File: config.mk
export PLATFORM = sky130hd
export DESIGN_NAME = sim_sram_top
export DESIGN_NICKNAME = d
export VERILOG_FILES = /design/src/verilog/tl_sim_pkg.sv /design/src/verilog/sim_ram_1p.sv /design/src/verilog/tl_sram_adapter.sv /design/src/verilog/tl_err_sink.sv /design/src/verilog/sim_sram.sv /design/src/verilog/sim_sram_top.sv
export SDC_FILE = /design/constraint.sdc
export NUM_CORES = 1
export LEC_CHECK = 0
export BUFFER_PORTS_ARGS = -buffer_cell sky130_fd_sc_hd__clkbuf_2
export CAP_MARGIN = 20
export CORE_MARGIN = 2
export CORE_UTILIZATION = 45
export DETAILED_ROUTE_END_ITERATION = 16
export PLACE_DENSITY = 0.68
export SYNTH_ARGS = -nofsm -noshare
export SYNTH_HDL_FRONTEND = slang
export SYNTH_HIERARCHICAL = 1
export SYNTH_SLANG_ARGS = --single-unit
File: constraint.sdc
create_clock -name clk_i -period 3.6 [get_ports clk_i]
set_input_delay 0.18 -clock clk_i [delete_from_list [all_inputs] [get_ports clk_i]]
set_output_delay 0.18 -clock clk_i [all_outputs]
set_load 0.01 [all_outputs]
File: src/verilog/tl_sim_pkg.sv
// ==================================================
// TL-UL simulation memory package.
// Bus structs, opcodes and the window constants
// shared by the SRAM tap and its error sink.
// ==================================================

package tl_sim_pkg;

  // Bus widths.
  localparam int AddrW = 32;
  localparam int DataW = 32;
  localparam int SrcW  = 4;
  localparam int MaskW = DataW / 8;

  // Local RAM window.
  // It spans SimSramBase up to SimSramBase + 4 * SimSramDepth - 1.
  localparam logic [AddrW-1:0] SimSramBase  = 32'h1000_0000;
  localparam int               SimSramDepth = 16;
  localparam int               SimSramAw    = $clog2(SimSramDepth);

  // Request opcodes.
  typedef enum logic [2:0] {
    PutFullData    = 3'h0,
    PutPartialData = 3'h1,
    Get            = 3'h4
  } tl_a_op_e;

  // Response opcodes.
  typedef enum logic [2:0] {
    AccessAck     = 3'h0,
    AccessAckData = 3'h1
  } tl_d_op_e;

  // Host to device. The A channel plus the D channel ready.
  typedef struct packed {
    logic             a_valid;
    tl_a_op_e         a_opcode;
    logic [AddrW-1:0] a_address;
    logic [MaskW-1:0] a_mask;
    logic [DataW-1:0] a_data;
    logic [SrcW-1:0]  a_source;
    logic             d_ready;
  } tl_h2d_t;

  // Device to host. The D channel plus the A channel ready.
  typedef struct packed {
    logic             d_valid;
    tl_d_op_e         d_opcode;
    logic [DataW-1:0] d_data;
    logic [SrcW-1:0]  d_source;
    logic             d_error;
    logic             a_ready;
  } tl_d2h_t;

endpackage

File: src/verilog/sim_ram_1p.sv
// ==================================================
// Single-port simulation RAM.
// Byte-masked writes, read data one cycle later.
// ==================================================

`timescale 1ns/1ps

module sim_ram_1p (
  input  logic                             clk_i,
  input  logic                             req_i,
  input  logic                             we_i,
  input  logic [tl_sim_pkg::SimSramAw-1:0] addr_i,
  input  logic [tl_sim_pkg::DataW-1:0]     wdata_i,
  input  logic [tl_sim_pkg::MaskW-1:0]     wmask_i,
  output logic [tl_sim_pkg::DataW-1:0]     rdata_o
);

  logic [tl_sim_pkg::DataW-1:0] mem [tl_sim_pkg::SimSramDepth];

  // Writes touch only the enabled bytes.
  always_ff @(posedge clk_i) begin
    if (req_i && we_i) begin
      for (int b = 0; b < tl_sim_pkg::MaskW; b++) begin
        if (wmask_i[b]) begin
          mem[addr_i][8*b +: 8] <= wdata_i[8*b +: 8];
        end
      end
    end
  end

  // Read port. The word is held until the next read.
  always_ff @(posedge clk_i) begin
    if (req_i && !we_i) begin
      rdata_o <= mem[addr_i];
    end
  end

endmodule

File: src/verilog/tl_sram_adapter.sv
// ==================================================
// TL-UL to SRAM adapter.
// Drives the RAM on request accept and returns
// responses in order from a two-entry queue.
// ==================================================

`timescale 1ns/1ps

module tl_sram_adapter (
  input  logic                             clk_i,
  input  logic                             rst_ni,

  // Bus side.
  input  tl_sim_pkg::tl_h2d_t              tl_i,
  output tl_sim_pkg::tl_d2h_t              tl_o,

  // RAM side.
  output logic                             ram_req_o,
  output logic                             ram_we_o,
  output logic [tl_sim_pkg::SimSramAw-1:0] ram_addr_o,
  output logic [tl_sim_pkg::DataW-1:0]     ram_wdata_o,
  output logic [tl_sim_pkg::MaskW-1:0]     ram_wmask_o,
  input  logic [tl_sim_pkg::DataW-1:0]     ram_rdata_i
);

  // One queued response.
  typedef struct packed {
    tl_sim_pkg::tl_d_op_e           op;
    logic [tl_sim_pkg::SrcW-1:0]    source;
    logic [tl_sim_pkg::DataW-1:0]   data;
  } rsp_entry_t;

  rsp_entry_t rsp_q [2];

  logic       wr_ptr_q;
  logic       rd_ptr_q;
  logic [1:0] cnt_q;
  logic       fill_pend_q;
  logic       fill_idx_q;

  logic a_ready;
  logic a_fire;
  logic d_valid;
  logic d_fire;
  logic is_read;

  assign a_ready = (cnt_q < 2'd2);
  assign a_fire  = tl_i.a_valid & a_ready;
  assign d_valid = (cnt_q != 2'd0);
  assign d_fire  = d_valid & tl_i.d_ready;
  assign is_read = (tl_i.a_opcode == tl_sim_pkg::Get);

  // RAM access happens in the accept cycle.
  assign ram_req_o   = a_fire;
  assign ram_we_o    = ~is_read;
  assign ram_addr_o  = tl_i.a_address[tl_sim_pkg::SimSramAw+1:2];
  assign ram_wdata_o = tl_i.a_data;
  assign ram_wmask_o = (tl_i.a_opcode == tl_sim_pkg::PutFullData) ? '1 : tl_i.a_mask;

  // Queue pointers, occupancy and the pending read fill.
  always_ff @(posedge clk_i or negedge rst_ni) begin
    if (!rst_ni) begin
      wr_ptr_q    <= 1'b0;
      rd_ptr_q    <= 1'b0;
      cnt_q       <= 2'd0;
      fill_pend_q <= 1'b0;
      fill_idx_q  <= 1'b0;
    end else begin
      if (a_fire) begin
        wr_ptr_q <= ~wr_ptr_q;
      end
      if (d_fire) begin
        rd_ptr_q <= ~rd_ptr_q;
      end
      case ({a_fire, d_fire})
        2'b10:   cnt_q <= cnt_q + 2'd1;
        2'b01:   cnt_q <= cnt_q - 2'd1;
        default: cnt_q <= cnt_q;
      endcase
      fill_pend_q <= a_fire & is_read;
      if (a_fire) begin
        fill_idx_q <= wr_ptr_q;
      end
    end
  end

  // Entry payload. Read data lands one cycle after the access.
  always_ff @(posedge clk_i) begin
    if (a_fire) begin
      rsp_q[wr_ptr_q].op     <= is_read ? tl_sim_pkg::AccessAckData : tl_sim_pkg::AccessAck;
      rsp_q[wr_ptr_q].source <= tl_i.a_source;
      rsp_q[wr_ptr_q].data   <= '0;
    end
    if (fill_pend_q) begin
      rsp_q[fill_idx_q].data <= ram_rdata_i;
    end
  end

  // Head of queue. Bypass the RAM output while its fill is still pending.
  always_comb begin
    tl_o          = '0;
    tl_o.d_valid  = d_valid;
    tl_o.d_opcode = rsp_q[rd_ptr_q].op;
    tl_o.d_source = rsp_q[rd_ptr_q].source;
    tl_o.d_data   = rsp_q[rd_ptr_q].data;
    if (fill_pend_q && (fill_idx_q == rd_ptr_q)) begin
      tl_o.d_data = ram_rdata_i;
    end
    tl_o.d_error  = 1'b0;
    tl_o.a_ready  = a_ready;
  end

endmodule

File: src/verilog/tl_err_sink.sv
// ==================================================
// TL-UL error sink.
// Stands for unmapped space and answers every
// request with an error, one at a time.
// ==================================================

`timescale 1ns/1ps

module tl_err_sink (
  input  logic                clk_i,
  input  logic                rst_ni,
  input  tl_sim_pkg::tl_h2d_t tl_i,
  output tl_sim_pkg::tl_d2h_t tl_o
);

  logic                        pend_q;
  tl_sim_pkg::tl_d_op_e        op_q;
  logic [tl_sim_pkg::SrcW-1:0] src_q;

  logic a_fire;
  logic d_fire;

  // Only one response may be pending.
  assign a_fire = tl_i.a_valid & ~pend_q;
  assign d_fire = pend_q & tl_i.d_ready;

  always_ff @(posedge clk_i or negedge rst_ni) begin
    if (!rst_ni) begin
      pend_q <= 1'b0;
    end else if (a_fire) begin
      pend_q <= 1'b1;
    end else if (d_fire) begin
      pend_q <= 1'b0;
    end
  end

  // Response payload, captured on accept.
  always_ff @(posedge clk_i) begin
    if (a_fire) begin
      op_q  <= (tl_i.a_opcode == tl_sim_pkg::Get) ? tl_sim_pkg::AccessAckData
                                                 : tl_sim_pkg::AccessAck;
      src_q <= tl_i.a_source;
    end
  end

  always_comb begin
    tl_o          = '0;
    tl_o.d_valid  = pend_q;
    tl_o.d_opcode = op_q;
    tl_o.d_data   = '0;
    tl_o.d_source = src_q;
    tl_o.d_error  = 1'b1;
    tl_o.a_ready  = ~pend_q;
  end

endmodule

File: src/verilog/sim_sram.sv
// ==================================================
// Simulation SRAM tap on a TL-UL link.
// In-window requests go to a local RAM, all others
// pass to the outbound port, responses in order.
// ==================================================

`timescale 1ns/1ps

module sim_sram (
  input  logic                clk_i,
  input  logic                rst_ni,

  // Inbound link from the host.
  input  tl_sim_pkg::tl_h2d_t tl_in_i,
  output tl_sim_pkg::tl_d2h_t tl_in_o,

  // Outbound link for everything outside the window.
  output tl_sim_pkg::tl_h2d_t tl_out_o,
  input  tl_sim_pkg::tl_d2h_t tl_out_i
);

  tl_sim_pkg::tl_h2d_t tl_sram_h2d;
  tl_sim_pkg::tl_d2h_t tl_sram_d2h;

  logic                             ram_req;
  logic                             ram_we;
  logic [tl_sim_pkg::SimSramAw-1:0] ram_addr;
  logic [tl_sim_pkg::DataW-1:0]     ram_wdata;
  logic [tl_sim_pkg::MaskW-1:0]     ram_wmask;
  logic [tl_sim_pkg::DataW-1:0]     ram_rdata;

  logic       in_win;
  logic       hold;
  logic       a_ready;
  logic       a_fire;
  logic       d_fire;
  logic [1:0] out_cnt_q;
  logic       tgt_sram_q;

  // Window decode.
  assign in_win = (tl_in_i.a_address >= tl_sim_pkg::SimSramBase) &&
                  (tl_in_i.a_address < tl_sim_pkg::SimSramBase +
                   tl_sim_pkg::AddrW'(4 * tl_sim_pkg::SimSramDepth));

  // A switch of target waits until the old target has drained.
  assign hold    = (out_cnt_q != 2'd0) && (tgt_sram_q != in_win);
  assign a_ready = ~hold & (in_win ? tl_sram_d2h.a_ready : tl_out_i.a_ready);
  assign a_fire  = tl_in_i.a_valid & a_ready;
  assign d_fire  = tl_in_o.d_valid & tl_in_i.d_ready;

  always_ff @(posedge clk_i or negedge rst_ni) begin
    if (!rst_ni) begin
      out_cnt_q  <= 2'd0;
      tgt_sram_q <= 1'b0;
    end else begin
      case ({a_fire, d_fire})
        2'b10:   out_cnt_q <= out_cnt_q + 2'd1;
        2'b01:   out_cnt_q <= out_cnt_q - 2'd1;
        default: out_cnt_q <= out_cnt_q;
      endcase
      if (a_fire) begin
        tgt_sram_q <= in_win;
      end
    end
  end

  // Request steering. Payload is shared, valid goes to one side.
  always_comb begin
    tl_sram_h2d         = tl_in_i;
    tl_sram_h2d.a_valid = tl_in_i.a_valid & in_win & ~hold;
    tl_sram_h2d.d_ready = tl_in_i.d_ready & tgt_sram_q;
    tl_out_o            = tl_in_i;
    tl_out_o.a_valid    = tl_in_i.a_valid & ~in_win & ~hold;
    tl_out_o.d_ready    = tl_in_i.d_ready & ~tgt_sram_q;
  end

  // D channel from whichever target is outstanding.
  always_comb begin
    tl_in_o         = tgt_sram_q ? tl_sram_d2h : tl_out_i;
    tl_in_o.a_ready = a_ready;
  end

  tl_sram_adapter u_adapter (
    .clk_i,
    .rst_ni,
    .tl_i        (tl_sram_h2d),
    .tl_o        (tl_sram_d2h),
    .ram_req_o   (ram_req),
    .ram_we_o    (ram_we),
    .ram_addr_o  (ram_addr),
    .ram_wdata_o (ram_wdata),
    .ram_wmask_o (ram_wmask),
    .ram_rdata_i (ram_rdata)
  );

  sim_ram_1p u_ram (
    .clk_i,
    .req_i   (ram_req),
    .we_i    (ram_we),
    .addr_i  (ram_addr),
    .wdata_i (ram_wdata),
    .wmask_i (ram_wmask),
    .rdata_o (ram_rdata)
  );

endmodule

File: src/verilog/sim_sram_top.sv
// ==================================================
// Simulation SRAM top level.
// The outbound port ends in an error sink, so any
// access outside the window is answered with error.
// ==================================================

`timescale 1ns/1ps

module sim_sram_top (
  input  logic                clk_i,
  input  logic                rst_ni,
  input  tl_sim_pkg::tl_h2d_t tl_i,
  output tl_sim_pkg::tl_d2h_t tl_o
);

  // Link between the tap and the sink.
  tl_sim_pkg::tl_h2d_t tl_err_h2d;
  tl_sim_pkg::tl_d2h_t tl_err_d2h;

  sim_sram u_sim_sram (
    .clk_i,
    .rst_ni,
    .tl_in_i  (tl_i),
    .tl_in_o  (tl_o),
    .tl_out_o (tl_err_h2d),
    .tl_out_i (tl_err_d2h)
  );

  // Unmapped space.
  tl_err_sink u_err_sink (
    .clk_i,
    .rst_ni,
    .tl_i (tl_err_h2d),
    .tl_o (tl_err_d2h)
  );

endmodule

Yosys cells after proc, flatten, opt, wreduce, memory -nomap -nowiden
Memory sizes are Yosys's and may differ from the RTL's. A register that Yosys moved wholly into a read port is not among the register bits.
Cells that the tools add are included.
- bits in registers: 17
- bits in writable memories: 586
- bits of input ports: 79
- output and inout port bits: 42
- word-level logic and storage cells: 83
- memories kept: 2
- memory list (name ; depth ; bits a word ; read ports ; clocked after Yosys merged registers in ; write ports ; RTL line ; text):
    u_sim_sram.u_ram.mem ; 16 ; 32 ; 1 ; 1 ; 1 ; sim_ram_1p.sv:18 ; logic [tl_sim_pkg::DataW-1:0] mem [tl_sim_pkg::SimSramDepth];
    u_sim_sram.u_adapter.rsp_q ; 2 ; 37 ; 1 ; 0 ; 2 ; tl_sram_adapter.sv:33 ; rsp_entry_t rsp_q [2];
- $add $sub $neg: 4
- $lt $le $gt $ge: 3
- equality and inequality tests: 7
- mux-type cells: 25
- bitwise gates (word level): 21
- reduce and logical (&&, ||, !) cells: 11
- operators with widths (operator ; count):
    42-bit 2-to-1 mux ; 1
    32-bit by 29-bit >= comparator with 1-bit output, second input constant ; 1
    32-bit by 29-bit < comparator with 1-bit output, second input constant ; 1
    32-bit 2-to-1 mux ; 1
    1-bit 2-to-1 mux ; 20
    1-bit AND ; 14
    2-bit nonzero test ; 5
    2-bit one-hot mux with 2 select lines ; 2
    1-bit inverter ; 7
    1-bit logical AND ; 5
    2-bit by 1-bit adder with 2-bit output, second input constant ; 2
    2-bit by 1-bit == test with 1-bit output, second input constant ; 2
    2-bit == test, second input constant ; 2
    4-bit 2-to-1 mux ; 1
    2-bit by 1-bit subtractor with 2-bit output, second input constant ; 2
    3-bit == test, second input constant ; 1
    3-bit zero test ; 1
    2-bit < comparator, second input constant ; 1
    1-bit == test ; 1
    1-bit != test ; 1

Longest topological paths before layout
Gate-level depths: netlist of the first run.
- word-level depth: 10
- gate-level depth with buffers: 9
- mapped depth without buffers: 9

Modules after synthesis
The synthesis of the first run kept the hierarchy.
- by module, submodules not included (module ; times used ; cells each ; area an instance (um2)):
    sim_ram_1p ; 1 ; 911 ; 20460.9
    tl_sram_adapter ; 1 ; 425 ; 4932.2
    sim_sram ; 1 ; 157 ; 1348.8
    tl_err_sink ; 1 ; 48 ; 480.5

Worst setup path after synthesis of the first run
OpenSTA, ideal clock, no wires.
- kind: input-to-reg
- start point: input tl_i[72] (netlist name)
- end point: register u_sim_sram/u_ram/rdata_o[0] (netlist name), read port of u_sim_sram.u_ram.mem (enable)
- setup time: 0.424 ns
- arrival time: 2.693 ns
- data required time: 3.176 ns
- slack: 0.483 ns
- stages on the path: 7
- buffers on the path: 0
- cells stage by stage: nor4b_2 > nand4_1 > or2_1 > nor2_1 > nand2b_1 > inv_1 > nor2b_1
- RTL lines (item ; RTL line ; text):
    start, declared ; sim_sram_top.sv:12 ; input tl_sim_pkg::tl_h2d_t tl_i,
    end, declared ; sim_ram_1p.sv:15 ; output logic [tl_sim_pkg::DataW-1:0] rdata_o

==> flow_summary.json, run 1 <==
{
  "finalClockSkew_ps": 20.8,
  "floorplan.die.height_um": 248,
  "firstDrtPassIters": 6,
  "max_cap_violation_count": 0,
  "power.density_nw_per_um2": 486,
  "critPathLaunch": "u_sim_sram/u_adapter/fill_idx_q$_DFFE_PN0P_",
  "antenna_cells_inserted": 0,
  "cpPeakStageDelay_ps": 700,
  "areaGrowthSynthToFinish_pct": 13.0,
  "cts_post_setup_buffers_inserted": 0,
  "wire_length_of_the_first_global_routing_pass_um": 82300,
  "die_x_um": 248,
  "timing.critical_path.required_ps": 3420,
  "grt_start_max_net_pins": 77,
  "final-max-slew-violation-count": 0,
  "run_status": "complete, no violations",
  "viasPerCell": 5.49,
  "vdd.ir_drop.worst_mv": 0.343,
  "clk_path_buf_depth": 3,
  "cts.sink_count": 633,
  "routedWlPerCell_um": 21.9,
  "final.min_clock_period_ps": 2930,
  "max_clock_freq_mhz": 342,
  "static_leakage_uw": 0.0103,
  "global_route.usage.total_pct": 17.8,
  "tritoncts_clock_tree": "done",
  "fp-row-count": 89,
  "unrepaired_setup_endpoints_after_global_routing": "false",
  "drive_above_1_share_pct": 31.1,
  "worstSkewPairLatency_ps": 620,
  "finalNetCount": 1715,
  "port-buffer-count": 116,
  "path_class": "flop to output pin",
  "setup.worst_path.start_class": "flop",
  "placeableCoreArea_um2": 58900,
  "post-dp-hpwl_um": 33800,
  "pin_slew_with_the_least_headroom_to_its_limit_ps": 916,
  "htree_num_levels": 2,
  "worst_slew_margin_rel_pct": 38.9,
  "filler_cell_count": 4677,
  "globalRoute.totalOverflow": 0,
  "design.die.area_um2": 61300,
  "worst_path_cell_chain": "buf_4 -> xnor2_1 -> nand2_1 -> o221a_2 -> mux2_2 -> clkbuf_2",
  "root_buffer": "sky130_fd_sc_hd__clkbuf_16",
  "synth_area_per_cell_um2": 18.1,
  "hold_violations": 0,
  "ioPinCount": 121,
  "finalWirelength_um": 53800,
  "cts_inserted_buffers": 61,
  "drcViolationCount": 0,
  "worst-path-max-fanout": 30,
  "drt.antenna.violating_nets": 0,
  "grt_antenna_before_repair": 2,
  "ys.warnings.count": 6,
  "fin_crit_sh_pct": 81.3,
  "initial_core_utilization_pct": 45.3,
  "worstPathArrival_ps": 2750,
  "tns_ps": 0,
  "setup_viol": 0,
  "cell_with_the_largest_stage_delay_on_the_worst_path": "sky130_fd_sc_hd__dfrtp_1",
  "totalPowerFinal_uw": 14700,
  "vias": 13500,
  "routabilityCongestion": 0.763,
  "timing.hold.worst.start": "tl_i[8]",
  "post_synth_inst_count": 1473,
  "timing.hold.worst.class": "input pin to flop",
  "synthesis.area_um2": 26700,
  "clkSlewWorstSetupHoldPaths_ps": 60,
  "drt_iter0_drc": 966,
  "vias_in_the_first_global_route": 13800,
  "crit-reg2reg-launch": "u_sim_sram/out_cnt_q[0]$_DFFE_PN0P_",
  "critPathCaptureType": "output pin"
}
==> routing by layer <==
layer	part of all wire [%]	GRT usage, %	vias up
li1	-	-	6063
met1	41	24.1	6907
met2	50	29.9	442
met3	7.5	3.47	64
met4	1.4	4.19	2
met5	0.024	0.636	-
==> final cells by class <==
| class | count | area (µm²) | share of cell area, % |
|---|---|---|---|
| multi-input combinational | 689 | 6720 | 22.2 |
| timing repair buffer | 238 | 1670 | 5.52 |
| clock inverter | 31 | 223 | 0.738 |
| clock buffer | 79 | 1620 | 5.35 |
| tap | 773 | 967 | 3.20 |
| inverter | 11 | 41.3 | 0.137 |
| sequential | 633 | 19000 | 62.8 |
==> worst paths after layout <==
kind                                                             end  slack (ps)  depth (start not counted)
max                                                          tl_o[6]         670                          6
min                             u_sim_sram/u_ram/mem[1][3]$_DFFE_PP_          30                          1
max reg2reg                     u_sim_sram/u_ram/mem[3][8]$_DFFE_PP_         840                          8
min reg2reg                      u_sim_sram/out_cnt_q[1]$_DFFE_PN0P_         490                          1
max in group asynchronous  u_sim_sram/u_adapter/rd_ptr_q$_DFFE_PN0P_        2600                          3
min in group asynchronous  u_sim_sram/u_adapter/cnt_q[0]$_DFFE_PN0P_         630                          3
==> critical path, delay by kind of cell, from the launching register on <==
family / cells / cell delay (ps)
buffers and inverters: 2 / 550
muxes: 1 / 270
and+or+nand+nor: 1 / 160
DFF: 1 / 700
xor gates and xnor gates: 1 / 160
AOI/OAI and AO/OA: 1 / 310
==> metrics by stage <==
stage          hold slack [ps]  utilization [%]  cell area (µm²)  setup WS (ps)  instances
2_1_floorplan             -116                -            26800            483       1508
3_3_place_gp              82.2             47.6            28000            530       2310
3_5_place_dp              88.8             47.6            28000            480       2310
4_1_cts                 0.0940             51.3            30200            627       2454
5_1_grt                   24.7             51.3            30200            500       2454
6_report                  25.8             51.3            30200            673       2454
==> what timing repair did <==
action | in CTS | in global routing
hold buffers | 34 | 0
hold endpoints to repair | 390 | 0
gates resized for setup | 0 | 0
==> registers in the layout (all words and copies together) (netlist names) <==
register and flops:
u_sim_sram/u_adapter/cnt_q 2, u_err_sink/op_q 1, u_sim_sram/u_adapter/wr_ptr_q 1, u_err_sink/src_q 4
u_sim_sram/out_cnt_q 2, u_sim_sram/u_adapter/rd_ptr_q 1, u_sim_sram/u_adapter/rsp_q 74, u_sim_sram/u_ram/mem 512
u_sim_sram/u_adapter/fill_idx_q 1, u_sim_sram/u_adapter/fill_pend_q 1, u_sim_sram/u_ram/rdata_o 32, u_sim_sram/tgt_sram_q 1
u_err_sink/pend_q 1
==> layout by cell type, fill, tap and decap left out, types with 7 or more instances in the layout <==
| master | instances |
|---|---|
| sky130_fd_sc_hd__o22ai_2 | 20 |
| sky130_fd_sc_hd__o22ai_1 | 7 |
| sky130_fd_sc_hd__dlygate4sd3_1 | 34 |
| sky130_fd_sc_hd__nand3_1 | 9 |
| sky130_fd_sc_hd__and3_1 | 33 |
| sky130_fd_sc_hd__mux4_2 | 128 |
| sky130_fd_sc_hd__a21oi_1 | 37 |
| sky130_fd_sc_hd__nand2_1 | 49 |
| sky130_fd_sc_hd__clkinv_2 | 12 |
| sky130_fd_sc_hd__buf_4 | 83 |
| sky130_fd_sc_hd__clkinv_1 | 15 |
| sky130_fd_sc_hd__o32ai_1 | 7 |
| sky130_fd_sc_hd__nor2_1 | 74 |
| sky130_fd_sc_hd__inv_1 | 9 |
| sky130_fd_sc_hd__a22oi_1 | 64 |
| sky130_fd_sc_hd__xnor2_1 | 7 |
| sky130_fd_sc_hd__and2b_1 | 8 |
| sky130_fd_sc_hd__clkbuf_2 | 114 |
| sky130_fd_sc_hd__mux2_2 | 46 |
| sky130_fd_sc_hd__o32ai_2 | 20 |
| sky130_fd_sc_hd__dfrtp_1 | 8 |
| sky130_fd_sc_hd__clkbuf_16 | 62 |
| sky130_fd_sc_hd__nor2b_1 | 49 |
| sky130_fd_sc_hd__edfxtp_1 | 623 |
| sky130_fd_sc_hd__clkbuf_1 | 17 |
| sky130_fd_sc_hd__conb_1 | 38 |
| sky130_fd_sc_hd__and2_1 | 37 |
==> power by group <==
| part | leakage, µW | internal [µW] | switching [µW] |
|---|---|---|---|
| clock | 0.000904 | 3350 | 2550 |
| sequential | 0.00590 | 8100 | 14.4 |
| combinational | 0.00349 | 281 | 378 |
| total | 0.0103 | 11700 | 2940 |
Note: power is estimated with default switching activity, not from simulation.
==> inputs of run 2 (changes only) <==
--- a/config.mk
+++ b/config.mk
@@ -5,12 +5,13 @@
 export SDC_FILE = /design/constraint.sdc
 export NUM_CORES = 1
 export LEC_CHECK = 0
+export ABC_AREA = 1
 export BUFFER_PORTS_ARGS = -buffer_cell sky130_fd_sc_hd__clkbuf_2
 export CAP_MARGIN = 20
 export CORE_MARGIN = 2
 export CORE_UTILIZATION = 45
 export DETAILED_ROUTE_END_ITERATION = 16
-export PLACE_DENSITY = 0.68
+export PLACE_DENSITY = 0.71
 export SYNTH_ARGS = -nofsm -noshare
 export SYNTH_HDL_FRONTEND = slang
 export SYNTH_HIERARCHICAL = 1
==> constraint.sdc (replaced) <==
create_clock -name clk_i -period 2.5 [get_ports clk_i]
set_input_delay 0.125 -clock clk_i [delete_from_list [all_inputs] [get_ports clk_i]]
set_output_delay 0.125 -clock clk_i [all_outputs]
set_load 0.01 [all_outputs]
==> run 2 against run 1 <==
Clock skew increased by 1.8 ps. Synthesized cell count increased by 100%. Sequential share of layout area decreased by 3.3 points. Final cell count increased by 61%. Global-route usage increased by 1.8 points. Total power increased by 49%. Core utilization decreased by 0.57 points. Via count increased by 42%. Design area increased by 5.5%. Register-to-register slack got worse by 660 ps. Routed wire length increased by 19%. Combinational power increased by 90%. Critical path type is now flop to flop. Highest routed layer is now met4.
==> flow_summary.json, run 2 <==
{
  "vdd.ir_drop.worst_mv": 0.472,
  "finalNetCount": 3138,
  "worst_slew_margin_rel_pct": 54.7,
  "root_buffer": "sky130_fd_sc_hd__clkbuf_16",
  "critPathLaunch": "u_sim_sram/out_cnt_q[0]$_DFFE_PN0P_",
  "drt_iter0_drc": 1605,
  "power_frac_seq_pct": 53.5,
  "clkSlewWorstSetupHoldPaths_ps": 60,
  "clockPowerShare_pct": 40.8,
  "internal_power_uw": 17100,
  "worst_path_cell_chain": "nor2_1 -> inv_1 -> nand3_2 -> nand3_1 -> inv_1 -> nand2_1 -> inv_1 -> nand3_1 -> buf_12 -> nor2_1 -> buf_4",
  "largest_register": "u_sim_sram/u_ram/mem",
  "drt.antenna.violating_nets": 0,
  "tritoncts_clock_tree": "done",
  "setup.worst_path.start_class": "flop",
  "finalClockSkew_ps": 22.6,
  "hold_violations": 0,
  "wire_length_of_the_first_global_routing_pass_um": 100000,
  "design.die.area_um2": 65300,
  "static_leakage_uw": 0.0138,
  "synthesis.area_um2": 28500,
  "dpl_worst_slack_ps": 76.4,
  "ioPinCount": 121,
  "post_synth_inst_count": 2946,
  "port-buffer-count": 116,
  "post-dp-hpwl_um": 40300,
  "end_of_the_worst_hold_path": "u_sim_sram/u_ram/mem[7][4]$_DFFE_PP_",
  "timing.hold.worst.class": "input pin to flop",
  "power_switching_uw": 4720,
  "max_reg_flops": 512,
  "fin_hold_ws_ps": 24.8,
  "global_route.usage.total_pct": 19.6,
  "cts.sink_count": 633,
  "crit_path_frequent_cell": "sky130_fd_sc_hd__inv_1",
  "timing.hold.worst.start": "tl_i[9]",
  "filler_cell_count": 5547,
  "share_comb_of_total_power_pct": 5.7,
  "grt_antenna_before_repair": 0,
  "mostFrequentLayoutCell": "sky130_fd_sc_hd__nand2_1",
  "fin_crit_sh_pct": 92.9,
  "post_cts_repair_resize_count": 0,
  "max_cap_violation_count": 0,
  "min_path_cells": 1,
  "clk_path_buf_depth": 3,
  "fp-row-count": 92,
  "routabilityCongestion": 0.826,
  "final.min_clock_period_ps": 2320,
  "most-common-layout-cells": "sky130_fd_sc_hd__nand2_1, sky130_fd_sc_hd__edfxtp_1, sky130_fd_sc_hd__nor2_1, sky130_fd_sc_hd__inv_1, sky130_fd_sc_hd__clkbuf_2",
  "worstRegToRegCells": 11,
  "tns_ps": 0,
  "final-max-slew-violation-count": 0,
  "finalWirelength_um": 64000,
  "die_x_um": 256,
  "netSwitchingFraction_pct": 21.6,
  "route.met2.wl_um": 30800,
  "setup_ws_ps": 177,
  "viasPerCell": 4.83,
  "grt_start_max_net_pins": 131,
  "firstDrtPassIters": 5,
  "ys.warnings.count": 6,
  "cts_inserted_buffers": 58,
  "antenna_cells_inserted": 0,
  "cts_post_setup_buffers_inserted": 0,
  "vias": 19100,
  "path_class": "flop to flop",
  "drcViolationCount": 0,
  "crit-reg2reg-launch": "u_sim_sram/out_cnt_q[0]$_DFFE_PN0P_",
  "unrepaired_setup_endpoints_after_global_routing": "false",
  "synth_area_per_cell_um2": 9.66,
  "areaGrowthSynthToFinish_pct": 11.9,
  "rr_endpoint": "u_sim_sram/u_ram/mem[11][24]$_DFFE_PP_",
  "drive_above_1_share_pct": 11.3,
  "routedWlPerCell_um": 16.2,
  "globalRoute.totalOverflow": 0,
  "timing.critical_path.required_ps": 2810,
  "run_status": "complete, no violations",
  "max_clock_freq_mhz": 431,
  "m1WireLength_um": 26800,
  "largest_registers": "u_sim_sram/u_ram/mem (512), u_sim_sram/u_adapter/rsp_q (74), u_sim_sram/u_ram/rdata_o (32)",
  "placed_cells_incl_taps": 3830,
  "placeableCoreArea_um2": 62900,
  "worstPathArrival_ps": 2630,
  "met3_layer_wire_length_in_the_routed_design_um": 4490,
  "cpPeakStageDelay_ps": 410,
  "instances_no_fill": 3950,
  "initial_core_utilization_pct": 45.3,
  "worst-path-max-fanout": 16,
  "critPathCaptureType": "flop",
  "pin_slew_with_the_least_headroom_to_its_limit_ps": 679,
  "register_to_register_setup_slack_ps": 180,
  "vias_in_the_first_global_route": 18300,
  "cell_with_the_largest_stage_delay_on_the_worst_path": "sky130_fd_sc_hd__dfrtp_1",
  "htree_num_levels": 2,
  "top_signal_layer_used": "met4",
  "setup_viol": 0,
  "floorplan.die.height_um": 256,
  "power.density_nw_per_um2": 686,
  "worstSkewPairLatency_ps": 620
}
-- run 2: cell type report --
class | instances | area [µm²] | share of cell area (%)
multi-input cells | 1992 | 7760 | 24.4
clock inverters | 44 | 432 | 1.35
inverters | 133 | 509 | 1.60
repair buffers | 239 | 1650 | 5.17
well taps | 846 | 1060 | 3.32
flip-flops and latches | 633 | 19000 | 59.5
clock buffers | 63 | 1490 | 4.68
-- run 2: worst max-delay path, delay by kind of cell (launching register included) --
family	cells	cell delay, ps
flip-flops	1	410
AND/OR/NAND/NOR	6	810
buffers and inverters	5	790
-- run 2: worst max path at each step --
stage                                                 end  slack [ps]
6_report           u_sim_sram/u_ram/mem[11][24]$_DFFE_PP_         180
3_3_place_gp       u_sim_sram/u_ram/mem[11][26]$_DFFE_PP_         120
4_1_cts            u_sim_sram/u_ram/mem[11][26]$_DFFE_PP_         190
2_1_floorplan  u_sim_sram/u_adapter/rsp_q[0][0]$_DFFE_PP_        -430
3_5_place_dp       u_sim_sram/u_ram/mem[11][26]$_DFFE_PP_          80
5_1_grt                                          tl_o[26]          60
-- run 2: per-stage QoR --
step / power (µW) / util (%) / instance area, µm²
3_3_place_gp: 13100 / 47.4 / 29800
6_report: 21900 / 50.7 / 31900
4_1_cts: 22000 / 50.7 / 31900
2_1_floorplan: 12800 / - / 28600
3_5_place_dp: 13100 / 47.4 / 29800
5_1_grt: 22500 / 50.7 / 31900
-- run 2: per-layer routing --
layer,GRT usage [%],vias up
li1,-,9486
met1,26.2,8760
met2,33.0,718
met3,2.89,112
met4,6.64,0
met5,0,-
-- run 2: what timing repair did --
action,4_1_cts,5_1_grt
endpoints found under the hold margin,33,0
hold buffers,13,0
setup endpoints to repair,0,0
-- run 2: power groups by stage --
stage / registers [µW] / clock network [µW] / logic, µW
5_1_grt: 11700 / 9450 / 1390
6_report: 11700 / 8920 / 1250
3_5_place_dp: 11900 / 0 / 1220
2_1_floorplan: 11900 / 0 / 881
3_3_place_gp: 11900 / 0 / 1210
4_1_cts: 11700 / 9060 / 1240
==> inputs of run 3 (changes only) <==
--- a/config.mk
+++ b/config.mk
@@ -11,6 +11,7 @@
 export CORE_MARGIN = 2
 export CORE_UTILIZATION = 45
 export DETAILED_ROUTE_END_ITERATION = 16
+export MAX_ROUTING_LAYER = met4
 export PLACE_DENSITY = 0.71
 export SYNTH_ARGS = -nofsm -noshare
 export SYNTH_HDL_FRONTEND = slang
==> run 3 against run 2 <==
Critical endpoint unchanged. Routed wire length fell by 0.12%. First-iteration DRC count fell by 8.1%. Largest power group unchanged. Via count barely moved. Final cell count did not move. Clock skew barely moved. Sequential power barely moved. Combinational power barely moved. Worst hold slack barely moved. Clock power barely moved. Largest cell class unchanged. Critical path depth did not move.
==> flow_summary.json, run 3 (synthesis results as in run 2) <==
{
  "postLayoutCellArea_um2": 31900,
  "pin_slew_with_the_least_headroom_to_its_limit_ps": 698,
  "routabilityCongestion": 0.839,
  "clockPowerShare_pct": 40.8,
  "drt.antenna.violating_nets": 0,
  "worst-path-max-fanout": 16,
  "grt_antenna_before_repair": 0,
  "hold_violations": 0,
  "fp-row-count": 92,
  "fin_hold_ws_ps": 24.7,
  "clkSlewWorstSetupHoldPaths_ps": 70,
  "firstDrtPassIters": 5,
  "clk_path_buf_depth": 3,
  "htree_num_levels": 2,
  "wire_length_of_the_first_global_routing_pass_um": 100000,
  "share_comb_of_total_power_pct": 5.7,
  "most-common-layout-cells": "sky130_fd_sc_hd__nand2_1, sky130_fd_sc_hd__edfxtp_1, sky130_fd_sc_hd__nor2_1, sky130_fd_sc_hd__inv_1, sky130_fd_sc_hd__clkbuf_2",
  "run_status": "complete, no violations",
  "worstSkewPairLatency_ps": 620,
  "mostFrequentLayoutCell": "sky130_fd_sc_hd__nand2_1",
  "worst_slew_margin_rel_pct": 53.5,
  "drcViolationCount": 0,
  "viasPerCell": 4.83,
  "cts_inserted_buffers": 58,
  "setup_viol": 0,
  "min_path_cells": 1,
  "design.die.area_um2": 65300,
  "netSwitchingFraction_pct": 21.6,
  "setup.worst_path.start_class": "flop",
  "globalRoute.totalOverflow": 0,
  "fin_crit_sh_pct": 92.0,
  "vias": 19100,
  "drt_iter0_drc": 1475,
  "cts_post_setup_buffers_inserted": 0,
  "rr_endpoint": "u_sim_sram/u_ram/mem[11][24]$_DFFE_PP_",
  "unrepaired_setup_endpoints_after_global_routing": "false",
  "tritoncts_clock_tree": "done",
  "vias_in_the_first_global_route": 18300,
  "placeableCoreArea_um2": 62900,
  "drive_above_1_share_pct": 11.3,
  "register_to_register_setup_slack_ps": 200,
  "max_reg_flops": 512,
  "port-buffer-count": 116,
  "finalClockSkew_ps": 22.9,
  "ioPinCount": 121,
  "worstRegToRegCells": 11,
  "initial_core_utilization_pct": 45.3,
  "filler_cell_count": 5547,
  "power.density_nw_per_um2": 686,
  "largest_registers": "u_sim_sram/u_ram/mem (512), u_sim_sram/u_adapter/rsp_q (74), u_sim_sram/u_ram/rdata_o (32)",
  "critPathCaptureType": "flop",
  "root_buffer": "sky130_fd_sc_hd__clkbuf_16",
  "placed_cells_incl_taps": 3830,
  "worstPathArrival_ps": 2610,
  "die_x_um": 256,
  "timing.hold.worst.start": "tl_i[17]",
  "path_class": "flop to flop",
  "max_cap_violation_count": 0,
  "final.min_clock_period_ps": 2300,
  "power_switching_uw": 4710,
  "crit-reg2reg-launch": "u_sim_sram/out_cnt_q[0]$_DFFE_PN0P_",
  "finalNetCount": 3138,
  "grt_start_max_net_pins": 131,
  "end_of_the_worst_hold_path": "u_sim_sram/u_ram/mem[3][12]$_DFFE_PP_",
  "routedWlPerCell_um": 16.2,
  "finalWirelength_um": 63900,
  "power_frac_seq_pct": 53.5,
  "cts-hold-fix-buffers": 13,
  "final-max-slew-violation-count": 0,
  "post-dp-hpwl_um": 40300,
  "cts.sink_count": 633,
  "max_clock_freq_mhz": 435,
  "areaGrowthSynthToFinish_pct": 11.9,
  "internal_power_uw": 17100,
  "instances_no_fill": 3950,
  "vdd.ir_drop.worst_mv": 0.471,
  "post_cts_repair_resize_count": 0,
  "largest_register": "u_sim_sram/u_ram/mem",
  "dpl_cell_area_um2": 29800,
  "timing.critical_path.required_ps": 2810,
  "global_route.usage.total_pct": 20.2,
  "static_leakage_uw": 0.0138,
  "floorplan.die.height_um": 256,
  "timing.hold.worst.class": "input pin to flop",
  "antenna_cells_inserted": 0
}
run 3: cell counts in the layout (fill, tap and decap cells not counted):
No cell type changed its count.
run 3: how the worst max path moves through the flow:
stage	start	endpoint	slack, ps	cells after the start
floorplan	u_sim_sram/tgt_sram_q$_DFFE_PN0P_	u_sim_sram/u_adapter/rsp_q[0][0]$_DFFE_PP_	-430	8
global placement	tl_i[70]	u_sim_sram/u_ram/mem[11][26]$_DFFE_PP_	120	12
detailed placement	tl_i[47]	u_sim_sram/u_ram/mem[11][26]$_DFFE_PP_	80	14
CTS	u_sim_sram/out_cnt_q[0]$_DFFE_PN0P_	u_sim_sram/u_ram/mem[11][26]$_DFFE_PP_	190	11
global route	u_sim_sram/u_adapter/rd_ptr_q$_DFFE_PN0P_	tl_o[26]	50	9
finish	u_sim_sram/out_cnt_q[0]$_DFFE_PN0P_	u_sim_sram/u_ram/mem[11][24]$_DFFE_PP_	200	11
run 3: worst max-delay path, cell delays in order (launching register included):
cell and delay [ps]:
sky130_fd_sc_hd__dfrtp_1 410, sky130_fd_sc_hd__nor2_1 120, sky130_fd_sc_hd__inv_1 50, sky130_fd_sc_hd__nand3_2 70, sky130_fd_sc_hd__nand3_1 80, sky130_fd_sc_hd__inv_1 60, sky130_fd_sc_hd__nand2_1 120, sky130_fd_sc_hd__inv_1 240
sky130_fd_sc_hd__nand3_1 200, sky130_fd_sc_hd__buf_12 220, sky130_fd_sc_hd__nor2_1 210, sky130_fd_sc_hd__buf_4 210
run 3: final cells by class:
class	count	area [µm²]	share of cell area, %
clock buffer	63	1490	4.68
sequential	633	19000	59.5
multi-input combinational	1992	7760	24.4
tap	846	1060	3.32
clock inverter	44	432	1.35
timing repair buffer	239	1650	5.17
inverter	133	509	1.60
run 3: power groups by stage:
stage          combinational [µW]  sequential, µW  clock, µW
3_3_place_gp                 1210           11900          0
3_5_place_dp                 1220           11900          0
4_1_cts                      1240           11700       9060
6_report                     1240           11700       8910
5_1_grt                      1390           11700       9450
2_1_floorplan                 881           11900          0
run 3: metal layers:
metal  GRT usage (%)  up-vias  wire [µm]
met2            33.0      667      30900
met4            6.64        0       1790
met1            26.3     8797      27000
met5               -        -          0
li1                -     9483          -
met3            2.72      113       4210
run 3: through the flow:
step | utilization [%] | total power, µW | setup TNS (ps) | setup WS [ps]
after global placement | 47.4 | 13100 | 0 | 115
after global routing | 50.7 | 22500 | 0 | 51.9
after detailed placement | 47.4 | 13100 | 0 | 76.4
after floorplan | - | 12800 | -27560 | -431
after CTS | 50.7 | 22000 | 0 | 192
final | 50.7 | 21800 | 0 | 199
